==> config.mk <==
export PLATFORM = sky130hd
export DESIGN_NAME = fpu_job_manager
export DESIGN_NICKNAME = d
export VERILOG_FILES = /design/src/logic/fpu_pkg.sv /design/src/logic/mem_pkg.sv /design/src/logic/elementwise_alu.sv /design/src/logic/job_sequencer.sv /design/src/logic/fpu_job_manager.sv
export SDC_FILE = /design/constraint.sdc
export NUM_CORES = 1
export LEC_CHECK = 0
export ABC_CLOCK_PERIOD_IN_PS = 7400
export BUFFER_PORTS_ARGS = -buffer_cell sky130_fd_sc_hd__buf_2
export CORE_MARGIN = 2
export CORE_UTILIZATION = 55
export DETAILED_ROUTE_END_ITERATION = 7
export PLACE_DENSITY = 0.8
export SYNTH_ARGS = -nofsm -noshare
export SYNTH_HDL_FRONTEND = slang
export SYNTH_HIERARCHICAL = 1
export SYNTH_SLANG_ARGS = --single-unit
==> constraint.sdc <==
create_clock -name clk -period 7.4 [get_ports clk]
set_clock_uncertainty 0.2 [all_clocks]
set_input_delay 0 -clock clk [delete_from_list [all_inputs] [get_ports clk]]
set_output_delay 0 -clock clk [all_outputs]
set_load 0.01 [all_outputs]
==> src/logic/fpu_pkg.sv <==
package fpu_pkg;

  // Elements are 16-bit two's complement fixed point
  localparam int DATA_W = 16;

  typedef logic signed [DATA_W-1:0] elem_t;

  // Saturation limits
  localparam elem_t ELEM_MAX = {1'b0, {(DATA_W-1){1'b1}}};
  localparam elem_t ELEM_MIN = {1'b1, {(DATA_W-1){1'b0}}};

  typedef enum logic [1:0] {
    OP_RELU_FW      = 2'd0,
    OP_RELU_BW      = 2'd1,
    OP_PARAM_UPDATE = 2'd2,
    OP_MSE_BW       = 2'd3
  } op_e;

  // Element count of one job
  localparam int LEN_W = 8;

  typedef logic [LEN_W-1:0] len_t;

endpackage

==> src/logic/mem_pkg.sv <==
package mem_pkg;

  // Word address into the vector memory
  localparam int ADDR_W = 10;

  typedef logic [ADDR_W-1:0] addr_t;

endpackage

==> src/logic/elementwise_alu.sv <==
`timescale 1ns/1ps

module elementwise_alu #(
  parameter int LR_SHIFT = 3
) (
  input  fpu_pkg::op_e   op,
  input  fpu_pkg::elem_t opnd_a,
  input  fpu_pkg::elem_t opnd_b,
  output fpu_pkg::elem_t result
);

  // One guard bit above the element width
  logic [fpu_pkg::DATA_W:0] diff_wide;
  fpu_pkg::elem_t           subtrahend;
  fpu_pkg::elem_t           diff_sat;
  logic                     a_pos;

  // Only strictly positive values count as active
  assign a_pos = !opnd_a[fpu_pkg::DATA_W-1] && (opnd_a != '0);

  // Gradient scaled by the learning rate with its sign kept
  assign subtrahend = (op == fpu_pkg::OP_PARAM_UPDATE) ? (opnd_b >>> LR_SHIFT) : opnd_b;

  assign diff_wide = {opnd_a[fpu_pkg::DATA_W-1], opnd_a} -
                     {subtrahend[fpu_pkg::DATA_W-1], subtrahend};

  // Top two bits disagree on overflow
  always_comb begin
    if (diff_wide[fpu_pkg::DATA_W] == diff_wide[fpu_pkg::DATA_W-1]) begin
      diff_sat = fpu_pkg::elem_t'(diff_wide[fpu_pkg::DATA_W-1:0]);
    end else if (diff_wide[fpu_pkg::DATA_W]) begin
      diff_sat = fpu_pkg::ELEM_MIN;
    end else begin
      diff_sat = fpu_pkg::ELEM_MAX;
    end
  end

  always_comb begin
    unique case (op)
      fpu_pkg::OP_RELU_FW: begin
        result = a_pos ? opnd_a : '0;
      end
      fpu_pkg::OP_RELU_BW: begin
        // Gradient passes only where the forward input was active
        result = a_pos ? opnd_b : '0;
      end
      fpu_pkg::OP_PARAM_UPDATE: begin
        result = diff_sat;
      end
      fpu_pkg::OP_MSE_BW: begin
        result = diff_sat;
      end
      default: begin
        result = '0;
      end
    endcase
  end

  always_comb begin
    assert final (!$isunknown(op))
      else $error("elementwise_alu: opcode is unknown");
  end

endmodule

==> src/logic/job_sequencer.sv <==
`timescale 1ns/1ps

module job_sequencer (
  input  logic           clk,
  input  logic           rst_l,

  // Job request
  input  logic           start,
  input  fpu_pkg::op_e   op,
  input  mem_pkg::addr_t src_a,
  input  mem_pkg::addr_t src_b,
  input  mem_pkg::addr_t dst,
  input  fpu_pkg::len_t  len,

  // Job status
  output logic           busy,
  output logic           done,
  output logic [3:0]     job_count,

  // Memory port
  output logic           rd_en,
  output mem_pkg::addr_t rd_addr,
  input  fpu_pkg::elem_t rd_data,
  output logic           wr_en,
  output mem_pkg::addr_t wr_addr,
  output fpu_pkg::elem_t wr_data,

  // ALU side
  output fpu_pkg::op_e   alu_op,
  output fpu_pkg::elem_t opnd_a,
  output fpu_pkg::elem_t opnd_b,
  input  fpu_pkg::elem_t result
);

  typedef enum logic [2:0] {
    IDLE,
    READ_A,
    READ_B,
    WRITE,
    FINISH
  } state_e;

  state_e state;
  state_e next_state;

  // Latched job descriptor
  fpu_pkg::op_e   op_q;
  mem_pkg::addr_t src_a_q;
  mem_pkg::addr_t src_b_q;
  mem_pkg::addr_t dst_q;
  fpu_pkg::len_t  len_q;

  fpu_pkg::len_t  idx;
  mem_pkg::addr_t offset;
  fpu_pkg::elem_t opnd_a_q;
  logic           accept;
  logic           last_elem;

  // Requests seen while busy are dropped
  assign accept = start && (state == IDLE);

  assign last_elem = ((idx + fpu_pkg::len_t'(1)) == len_q);
  assign offset = mem_pkg::addr_t'(idx);

  always_comb begin
    next_state = state;
    unique case (state)
      IDLE: begin
        if (accept) begin
          // Empty job goes straight to done
          next_state = (len == '0) ? FINISH : READ_A;
        end
      end
      READ_A: begin
        next_state = READ_B;
      end
      READ_B: begin
        next_state = WRITE;
      end
      WRITE: begin
        next_state = last_elem ? FINISH : READ_A;
      end
      FINISH: begin
        next_state = IDLE;
      end
      default: begin
        next_state = IDLE;
      end
    endcase
  end

  always_ff @(posedge clk or negedge rst_l) begin
    if (!rst_l) begin
      state <= IDLE;
    end else begin
      state <= next_state;
    end
  end

  // Opcode of the job in flight
  always_ff @(posedge clk or negedge rst_l) begin
    if (!rst_l) begin
      op_q <= fpu_pkg::OP_RELU_FW;
    end else if (accept) begin
      op_q <= op;
    end
  end

  always_ff @(posedge clk) begin
    if (accept) begin
      src_a_q <= src_a;
      src_b_q <= src_b;
      dst_q   <= dst;
      len_q   <= len;
    end
  end

  // Element index, advanced once per written element
  always_ff @(posedge clk or negedge rst_l) begin
    if (!rst_l) begin
      idx <= '0;
    end else if (accept) begin
      idx <= '0;
    end else if (state == WRITE) begin
      idx <= idx + fpu_pkg::len_t'(1);
    end
  end

  // First operand arrives the cycle after its read
  always_ff @(posedge clk) begin
    if (state == READ_B) begin
      opnd_a_q <= rd_data;
    end
  end

  always_ff @(posedge clk or negedge rst_l) begin
    if (!rst_l) begin
      job_count <= '0;
    end else if (state == FINISH) begin
      job_count <= job_count + 4'd1;
    end
  end

  assign busy = (state != IDLE);
  assign done = (state == FINISH);

  assign rd_en   = (state == READ_A) || (state == READ_B);
  assign rd_addr = (state == READ_B) ? (src_b_q + offset) : (src_a_q + offset);

  // Second operand is taken straight off the read data in WRITE
  assign wr_en   = (state == WRITE);
  assign wr_addr = dst_q + offset;
  assign wr_data = result;

  assign alu_op = op_q;
  assign opnd_a = opnd_a_q;
  assign opnd_b = rd_data;

  a_rd_wr_excl: assert property (@(posedge clk) disable iff (!rst_l)
    !(rd_en && wr_en))
    else $error("job_sequencer: read and write in the same cycle");

  a_op_held: assert property (@(posedge clk) disable iff (!rst_l)
    (start && busy) |=> $stable(alu_op))
    else $error("job_sequencer: start while busy changed the opcode");

endmodule

==> src/logic/fpu_job_manager.sv <==
`timescale 1ns/1ps

module fpu_job_manager #(
  parameter int LR_SHIFT = 3
) (
  input  logic           clk,
  input  logic           rst_l,

  // Job request and status
  input  logic           start,
  input  fpu_pkg::op_e   op,
  input  mem_pkg::addr_t src_a,
  input  mem_pkg::addr_t src_b,
  input  mem_pkg::addr_t dst,
  input  fpu_pkg::len_t  len,
  output logic           busy,
  output logic           done,
  output logic [3:0]     job_count,

  // External memory port
  output logic           rd_en,
  output mem_pkg::addr_t rd_addr,
  input  fpu_pkg::elem_t rd_data,
  output logic           wr_en,
  output mem_pkg::addr_t wr_addr,
  output fpu_pkg::elem_t wr_data
);

  fpu_pkg::op_e   alu_op;
  fpu_pkg::elem_t opnd_a;
  fpu_pkg::elem_t opnd_b;
  fpu_pkg::elem_t result;

  job_sequencer job_sequencer_i (
    .clk       (clk),
    .rst_l     (rst_l),
    .start     (start),
    .op        (op),
    .src_a     (src_a),
    .src_b     (src_b),
    .dst       (dst),
    .len       (len),
    .busy      (busy),
    .done      (done),
    .job_count (job_count),
    .rd_en     (rd_en),
    .rd_addr   (rd_addr),
    .rd_data   (rd_data),
    .wr_en     (wr_en),
    .wr_addr   (wr_addr),
    .wr_data   (wr_data),
    .alu_op    (alu_op),
    .opnd_a    (opnd_a),
    .opnd_b    (opnd_b),
    .result    (result)
  );

  // Purely combinational so the result is written in the same cycle
  elementwise_alu #(
    .LR_SHIFT (LR_SHIFT)
  ) elementwise_alu_i (
    .op     (alu_op),
    .opnd_a (opnd_a),
    .opnd_b (opnd_b),
    .result (result)
  );

endmodule

After elaboration in Yosys (flattened, before gate mapping). Index checks and enable logic that the tools add are counted.

Equal/unequal tests: 10. Multiplexer cells: 13. Reductions and logical operators: 11. $add $sub $neg: 6.

Operators by type and width (count): 2-to-1 mux 16 bit (4); case mux 16 bit (3 select lines) (1); adder 10 x 8 -> 10 bit (3); subtractor 16 x 16 -> 17 bit (1); 2-to-1 mux 8 bit (2); nonzero test 16 bit (1); 2-to-1 mux 15 bit (1); case mux 3 bit (4 select lines) (1); 2-to-1 mux 10 bit (1); 2-to-1 mux 3 bit (3); adder 8 x 1 -> 8 bit (second input constant) (1); == test 8 bit (1); logical NOT 8 bit (1); == test 3 x 2 -> 1 bit (second input constant) (2); adder 4 x 1 -> 4 bit (second input constant) (1); == test 2 bit (second input constant) (2); == test 3 x 1 -> 1 bit (second input constant) (1); == test 3 bit (second input constant) (1); logical NOT 3 bit (1); nonzero test 3 bit (1); == test 2 x 1 -> 1 bit (second input constant) (1); logical AND 1 bit (2); logical NOT 2 bit (1); != test 2 x 1 -> 1 bit (second input constant) (1); 5 further kinds (5).

Logic and storage cells: 49. Bits of input ports: 59. Bits in registers: 71.

Longest topological paths before layout. Gate-level depths: netlist of the first run.

Depth after elaboration: 6. Gate-level depth with buffers: 16. Gate-level depth less buffers: 12.

By module. The synthesis of the first run kept the hierarchy.

Modules (own cells, without submodules): job_sequencer (seq. area each 2047.0 um^2, cells an instance 286, area an instance 3646.0 um^2, times used 1); elementwise_alu (seq. area each 0.0 um^2, cells an instance 177, area an instance 1417.6 um^2, times used 1).

Least setup slack after synthesis of the first run. No wires, ideal clock.

Path type: flip-flop to output port. From: register job_sequencer_i.op_q[0], in the netlist job_sequencer_i/alu_op[0]. To: output wr_data[2]. Buffers on the path: 5. Cell stages (with the launch flop): 16. Arrival: 3.287 ns. Setup slack: 3.913 ns. Path through: dfrtp_1 -> buf_6 -> nand2b_1 -> clkbuf_1 -> buf_1 -> mux2i_1 -> fa_1 -> a211oi_1 -> o211ai_1 -> nand3_1 -> a21oi_2 -> and2_2 -> o21ai_2 -> buf_6 -> o221ai_1 -> buf_4.

Longest elaborated chain between the ends: 6. Elaborated cells on any way between the ends: 11. Those cells by class: add/sub: 1; eq/ne: 4; mux: 4; reduce/logical: 2.

RTL lines: start, declared (RTL line job_sequencer.sv:47) `fpu_pkg::op_e op_q;`; start signal, assigned (RTL line job_sequencer.sv:103) `op_q <= fpu_pkg::OP_RELU_FW;`; start signal, assigned (RTL line job_sequencer.sv:105) `op_q <= op;`; == test 2 bit (RTL line elementwise_alu.sv:22, elementwise_alu.sv:39); 2-to-1 mux 15 bit (RTL line elementwise_alu.sv:22) `assign subtrahend = (op == fpu_pkg::OP_PARAM_UPDATE) ? (opnd_b >>> LR_SHIFT) : opnd_b;`; subtractor 16 x 16 -> 17 bit (RTL line elementwise_alu.sv:24) `assign diff_wide = {opnd_a[fpu_pkg::DATA_W-1], opnd_a} -`; 2-to-1 mux 16 bit or == test 1 bit (tied branches) (RTL line elementwise_alu.sv:31, elementwise_alu.sv:29); 2-to-1 mux 16 bit (RTL line elementwise_alu.sv:29) `if (diff_wide[fpu_pkg::DATA_W] == diff_wide[fpu_pkg::DATA_W-1]) begin`; case mux 16 bit (3 select lines) * (RTL line elementwise_alu.sv:39) `unique case (op)`; end, declared (RTL line fpu_job_manager.sv:26) `output fpu_pkg::elem_t wr_data`.

Every way passes the cells marked *; elsewhere a longest branch is shown, timed or not.

Final worst setup path of the first run.
From: register job_sequencer_i.op_q[0], in the netlist job_sequencer_i/alu_op[0]. To: output wr_data[1].

The elaborated chain is that of the path after synthesis.

==> reports/metrics.yaml, run 1 <==
drt_wl_total_mm: 12.01
post-route-min-period_ns: 4.902
cpMaxStageDelayCell: "dfrtp_1"
hold_path_class: "in -> reg"
drv_cap: 0
power_mw: 2.280
worst_slack_ns: 2.498
yosys.area_share.simple: 0.1072
status: "finished, final reports clean"
syn_inst: 463
start_util: 0.5586
io_pins: 103
cts_tree: "yes"
firstDrtPassIters: 5
nFillCells: 654
slew_violations: 0
setup_tns_ns: 0
final_area_sq_um: 6158
viasPerCell: 5.752
layout-drive-gt1-share: 0.2685
dpl_cell_area_sq_um: 5388
synth_xor_area_frac: 0.08451
core_sq_um: 9065
die_x_um: 99.95
path_cells: "nand2b_1, mux2_2, ha_1, inv_1, fa_1, a211oi_1, o211ai_1, nand3_1, a21oi_2, and2_2, o21ai_2, o221ai_1, buf_2"
synth_flop_cell: "edfxtp_1"
ctsLongestPathBuffers: 2
yosysSeqAreaShare: 0.4043
syn_nets: 559
cts_setup_buffers: 0
synth_compound_area_frac: 0.1473
required_ns: 7.20
dp.final_hpwl_mm: 8.383
cts_resized: 0
reg2regPathDepth: 5
synth_adder_area_share: 0.09785
nets: 687
ant_nets: 0
rrSetupSlack_ns: 4.96
numCtsBuffers: 9
synth_top_family_by_area: "compound AO/OA/AOI/OAI gates"
overflow: 0
dieArea_sq_um: 9990
min_period_over_period: 0.6624
synth_top_area_frac: 0.3202
timing.rr.start: "job_sequencer_i/state[0]"
grt_pass1_vias: 4045
syn_area_sq_um: 5064
min_to: "job_sequencer_i/dst_q[0]"
tightest_slew_ns: 1.021
hold_start: "dst[0]"
cts_root_buffer: "clkbuf_8"
antenna_found_initial: 0
syn_avg_cell_area_sq_um: 10.94
hold_ws_ns: 0.1609
drtIter0Drc: 150
critPathTopFamily: "compound AO/OA/AOI/OAI gates"
grt_max_degree: 47
relSlewSlack: 0.3192
grt_pass1_wl_mm: 19.42
syn2layout_area_growth_pct: 21.62
cp-start-kind: "flop"
worst-path-buf-inv: 2
hold-path-cell-count: 2
synth.cells.most_frequent: "edfxtp_1, ha_1, xnor2_1, buf_4"
synthMuxAreaShare: 0.08204
vias: 4067
yosys_warnings: 6
max_freq_mhz: 204.0
peakVddDrop_v: 0.0002340
drc: 0
htree_levels: 3
synth_edf_count: 54
cellPowerDensity_nw_per_um2: 370.2
routedWlPerCell_um: 16.99
multi_input_area_sq_um: 2631
clkSinkCount: 71
worstPathArrival_ns: 4.70
die_height_um: 99.95
async_flop_share: 0.2394
rows: 35
synthTopCellsByArea: "edfxtp_1, dfrtp_1, ha_1"
worst-setup-path-type: "reg -> out"
numPortBuffers: 102
clk_latency_ns: 0.34
gp_congestion: 0.8828
ys_ff_latch: 71
yosys.area.top_type: "edfxtp_1"
reg2reg_to: "job_sequencer_i/idx[3]"
endpoint_kind: "output pin"
rsz0062_at_grt: "no"
setup_viol: 0
dp_slack_ns: 2.808
synth_cell_types: 70
path_clk_slew_ns: 0.09
grt_use_total: 0.2469
synth.most_common_cell: "edfxtp_1"
hold_viol_final: 0
register_area_sq_um: 2047
critPathMaxStageDelay_ns: 0.93
worstPathMaxFanout: 18
diodes: 0
ctsHoldBuffers: 59
p_leak_nw: 2.623
[through the flow]
stage,utilization,cells
6_report,0.6794,707
4_1_cts,0.6794,707
2_1_floorplan,-,463
3_3_place_gp,0.5943,632
3_5_place_dp,0.5943,632
5_1_grt,0.6794,707
[cell type report]
cell class              instances  share of cell area
flip-flops and latches         71              0.3324
clock inverters                 7            0.009143
repair buffers                162              0.1800
well taps                     111             0.02255
multi-input cells             333              0.4273
inverters                      14            0.008533
clock buffers                   9             0.02011
[report_power, final]
group / switching, mW / internal [mW] / leakage, nW / total (mW)
clock network: 0.165 / 0.126 / 0.0842 / 0.291
logic: 0.744 / 0.618 / 1.82 / 1.36
registers: 0.104 / 0.523 / 0.720 / 0.626
total: 1.01 / 1.27 / 2.62 / 2.28
[worst register-to-register path, stage by stage (launching register included)]
cell and delay (ns):
dfrtp_1 0.49, nor2_1 0.16, and3_2 0.89, nor2_1 0.21
o21ai_0 0.27, o31ai_1 0.10
[worst max-delay path by stage]
stage | start | endpoint | slack (ns) | cells past startpoint
global placement | job_sequencer_i/alu_op[0] | wr_data[1] | 2.94 | 13
finish | job_sequencer_i/alu_op[0] | wr_data[1] | 2.50 | 13
global route | job_sequencer_i/alu_op[0] | wr_data[1] | 2.07 | 13
floorplan | job_sequencer_i/alu_op[0] | wr_data[2] | 3.91 | 15
detailed placement | job_sequencer_i/alu_op[0] | wr_data[1] | 2.81 | 13
CTS | job_sequencer_i/alu_op[0] | wr_data[1] | 2.43 | 13
[flip-flops by register name, summed over array words and instances, names as in the netlist]
signal                     flops
job_sequencer_i/alu_op         2
job_sequencer_i/src_a_q       10
job_sequencer_i/idx            8
job_sequencer_i/src_b_q       10
job_sequencer_i/state          3
job_sequencer_i/opnd_a        16
job_sequencer_i/dst_q         10
job_sequencer_i/len_q          8
job_sequencer_i/job_count      4
[per-layer routing]
layer,vias to the layer above,share of wire,global-route usage
met5,-,0,0
met4,0,0.011,0.07482
met3,10,0.041,0.03621
met2,117,0.53,0.4366
met1,1983,0.42,0.3149
li1,1957,-,-
[placed cells by master, fill, tap and decap left out, types with 4 or more instances in the layout]
cell,count
a211oi_1,4
a21oi_1,25
buf_2,102
clkbuf_8,9
dfrtp_1,17
dlygate4sd3_1,59
edfxtp_1,54
ha_1,34
inv_1,13
mux2_2,12
mux2i_1,28
nand2_1,24
nand2b_1,4
nand3_1,11
nand4_1,4
nor2_1,27
nor2b_1,4
nor4_1,5
o211ai_1,6
o21a_1,6
o21ai_0,16
o221ai_1,13
o22ai_1,4
or3_1,4
xnor2_1,34
xor2_1,13
[cells by family after synthesis]
group,Yosys count
multiplexers,40
flip-flops,71
adder cells (fa/ha/maj),38
AND/OR/NAND/NOR,104
XOR/XNOR,48
AO/OA/AOI/OAI,103
buffers and inverters,59
No activity file was read; power rests on OpenSTA's default activity.
==> run 2, diff against run 1 <==
--- a/config.mk
+++ b/config.mk
@@ -5,7 +5,7 @@
 export SDC_FILE = /design/constraint.sdc
 export NUM_CORES = 1
 export LEC_CHECK = 0
-export ABC_CLOCK_PERIOD_IN_PS = 7400
+export ABC_CLOCK_PERIOD_IN_PS = 4700
 export BUFFER_PORTS_ARGS = -buffer_cell sky130_fd_sc_hd__buf_2
 export CORE_MARGIN = 2
 export CORE_UTILIZATION = 55
==> constraint.sdc (replaced) <==
create_clock -name clk -period 4.7 [get_ports clk]
set_clock_uncertainty 0.2 [all_clocks]
set_input_delay 0 -clock clk [delete_from_list [all_inputs] [get_ports clk]]
set_output_delay 0 -clock clk [all_outputs]
set_load 0.01 [all_outputs]
==> reports/metrics.yaml, run 2 (same netlist as run 1, synthesis figures left out) <==
die_height_um: 99.95  # unchanged
dieArea_sq_um: 9990  # unchanged
cpMaxStageDelayCell: "nand4_1"
clkPwrFrac: 0.128  # about the same
tightest_slew_ns: 1.035  # +0.01335 ns
power.switching_mw: 1.627  # +61%
largest_register_ffs: 16  # unchanged
post-route-min-period_ns: 4.306
numPortBuffers: 102  # unchanged
final_cells: 710  # +0.42%
hold_start: "dst[0]"
cellPowerDensity_nw_per_um2: 589.8  # +59%
critPathTopFamily: "simple AND/OR/NAND/NOR gates"
rsz0062_at_grt: "no"
setup_tns_ns: 0  # unchanged
worst-setup-path-type: "reg -> out"
gp_congestion: 0.9684  # +9.7%
rows: 35  # unchanged
cts_setup_buffers: 0  # unchanged
critPathMaxStageDelay_ns: 0.56  # -0.37 ns
worstPathMaxFanout: 18  # unchanged
utilization: 0.6825  # +0.003175
power_mw: 3.649  # +60%
start_util: 0.5586  # unchanged
min_period_over_period: 0.9161
p_leak_nw: 2.648  # +0.94%
path_cells: "buf_4, nand2b_1, buf_4, nor2_1, a21oi_1, ha_1, a21oi_1, o21ai_0, a21oi_1, a21boi_4, xnor2_2, nand4_1, o221ai_1, buf_2"
endpoint_kind: "output pin"
max_freq_mhz: 232.2
clk_latency_ns: 0.36  # +0.02 ns
layout-drive-gt1-share: 0.2721  # +0.003664
nFillCells: 660  # +0.92%
nets: 690  # +0.44%
ant_nets: 0  # unchanged
rrSetupSlack_ns: 2.29  # -2.67 ns
timing.rr.start: "job_sequencer_i/state[0]"
min_to: "job_sequencer_i/dst_q[0]"
dp.final_hpwl_mm: 8.875  # +5.9%
hold_path_class: "in -> reg"
drc: 0  # unchanged
viasPerCell: 5.839  # +1.5%
status: "finished, final reports clean"
htree_levels: 3  # unchanged
relSlewSlack: 0.3103  # -0.008897
final_common_cell: "buf_2"
path_clk_slew_ns: 0.09  # about the same
dpl_cell_area_sq_um: 5410  # +0.42%
dp_cells: 635  # +0.47%
reg2regPathDepth: 5  # unchanged
crit_top_cell: "a21oi_1"
cts_tree: "yes"
layout_common_cells: "buf_2, dlygate4sd3_1, edfxtp_1"
vias: 4146  # +1.9%
worst-path-buf-inv: 3  # +1
ctsLongestPathBuffers: 2  # unchanged
sw_frac_of_total: 0.4459  # +0.001526
grt_pass1_vias: 4129  # +2.1%
peakVddDrop_v: 0.0003105  # +33%
grt_max_degree: 47  # unchanged
drt_wl_total_mm: 12.76  # +6.3%
drv_cap: 0  # unchanged
required_ns: 4.50  # -2.70 ns
firstDrtPassIters: 5  # unchanged
core_sq_um: 9065  # unchanged
multi_input_area_sq_um: 2631  # unchanged
p_seq_frac: 0.261  # -0.014
register_area_sq_um: 2047  # unchanged
reg2reg_to: "job_sequencer_i/idx[7]"
syn2layout_area_growth_pct: 22.19
die_x_um: 99.95  # unchanged
grt_use_total: 0.2593  # +0.01232
numCtsBuffers: 9  # unchanged
io_pins: 103  # unchanged
routedWlPerCell_um: 17.98  # +5.8%
antenna_found_initial: 0  # unchanged
worstPathArrival_ns: 4.11  # -0.59 ns
cp-start-kind: "flop"
p_int_mw: 2.022  # +60%
grt_pass1_wl_mm: 19.98  # +2.9%
cts_root_buffer: "clkbuf_8"
drtIter0Drc: 237  # +58%
hold_viol_final: 0  # unchanged
hold-path-cell-count: 2  # unchanged
clkSinkCount: 71  # unchanged
overflow: 0  # unchanged
setup_viol: 0  # unchanged
diodes: 0  # unchanged
slew_violations: 0  # unchanged
final_area_sq_um: 6187  # +0.47%
p_comb_frac: 0.610  # +0.012
==> run 2: stage by stage <==
step | hold slack (ns) | setup WS, ns
after CTS | 0.1322 | 0.4320
final | 0.1387 | 0.3943
after floorplan | -0.4956 | 1.213
after global placement | -0.2487 | 1.026
after global routing | 0.1351 | 0.05013
after detailed placement | -0.2439 | 0.8260
==> run 2: power groups by stage <==
stage | clock network, mW | logic [mW] | registers [mW]
global route | 0.498 | 2.43 | 0.969
floorplan | 0 | 1.84 | 0.911
finish | 0.468 | 2.23 | 0.954
detailed placement | 0 | 2.15 | 0.965
CTS | 0.475 | 2.20 | 0.952
global placement | 0 | 2.10 | 0.958
==> run 2: final cells by class <==
type                            instances  share of cell area
Clock buffer                           10             0.02224
Inverter                               14            0.008493
Clock inverter                          6            0.007887
Timing Repair Buffer                  165              0.1828
Multi-Input combinational cell        333              0.4253
Tap cell                              111             0.02245
Sequential cell                        71              0.3308
==> run 2: layer usage <==
layer / GRT usage / part of all wire
met5: 0 / 0
met4: 0.09800 / 0.029
met3: 0.05292 / 0.042
met2: 0.4719 / 0.52
met1: 0.3006 / 0.41
==> run 2: worst max-delay path by stage <==
stage                         startpoint         end  slack [ns]  cells past startpoint
2_1_floorplan  job_sequencer_i/alu_op[0]  wr_data[2]        1.21                     15
3_3_place_gp   job_sequencer_i/alu_op[0]  wr_data[2]        1.03                     13
3_5_place_dp   job_sequencer_i/alu_op[0]  wr_data[6]        0.83                     14
4_1_cts        job_sequencer_i/alu_op[0]  wr_data[6]        0.43                     14
5_1_grt        job_sequencer_i/alu_op[0]  wr_data[9]        0.05                     14
6_report       job_sequencer_i/alu_op[0]  wr_data[6]        0.39                     14
==> run 2: repair_timing <==
| action | in CTS | in global routing |
|---|---|---|
| hold buffers | 59 | 0 |
| setup endpoints to repair | 0 | 0 |
| gates resized for setup | 0 | 0 |
| hold endpoints to repair | 75 | 0 |
==> run 2: worst reg2reg max path, stage by stage, from the launching register on <==
cell and delay, ns:
dfrtp_1 0.49, nor2_1 0.16, and3_2 0.89, nor2_1 0.21, o21ai_0 0.24, o41ai_1 0.11
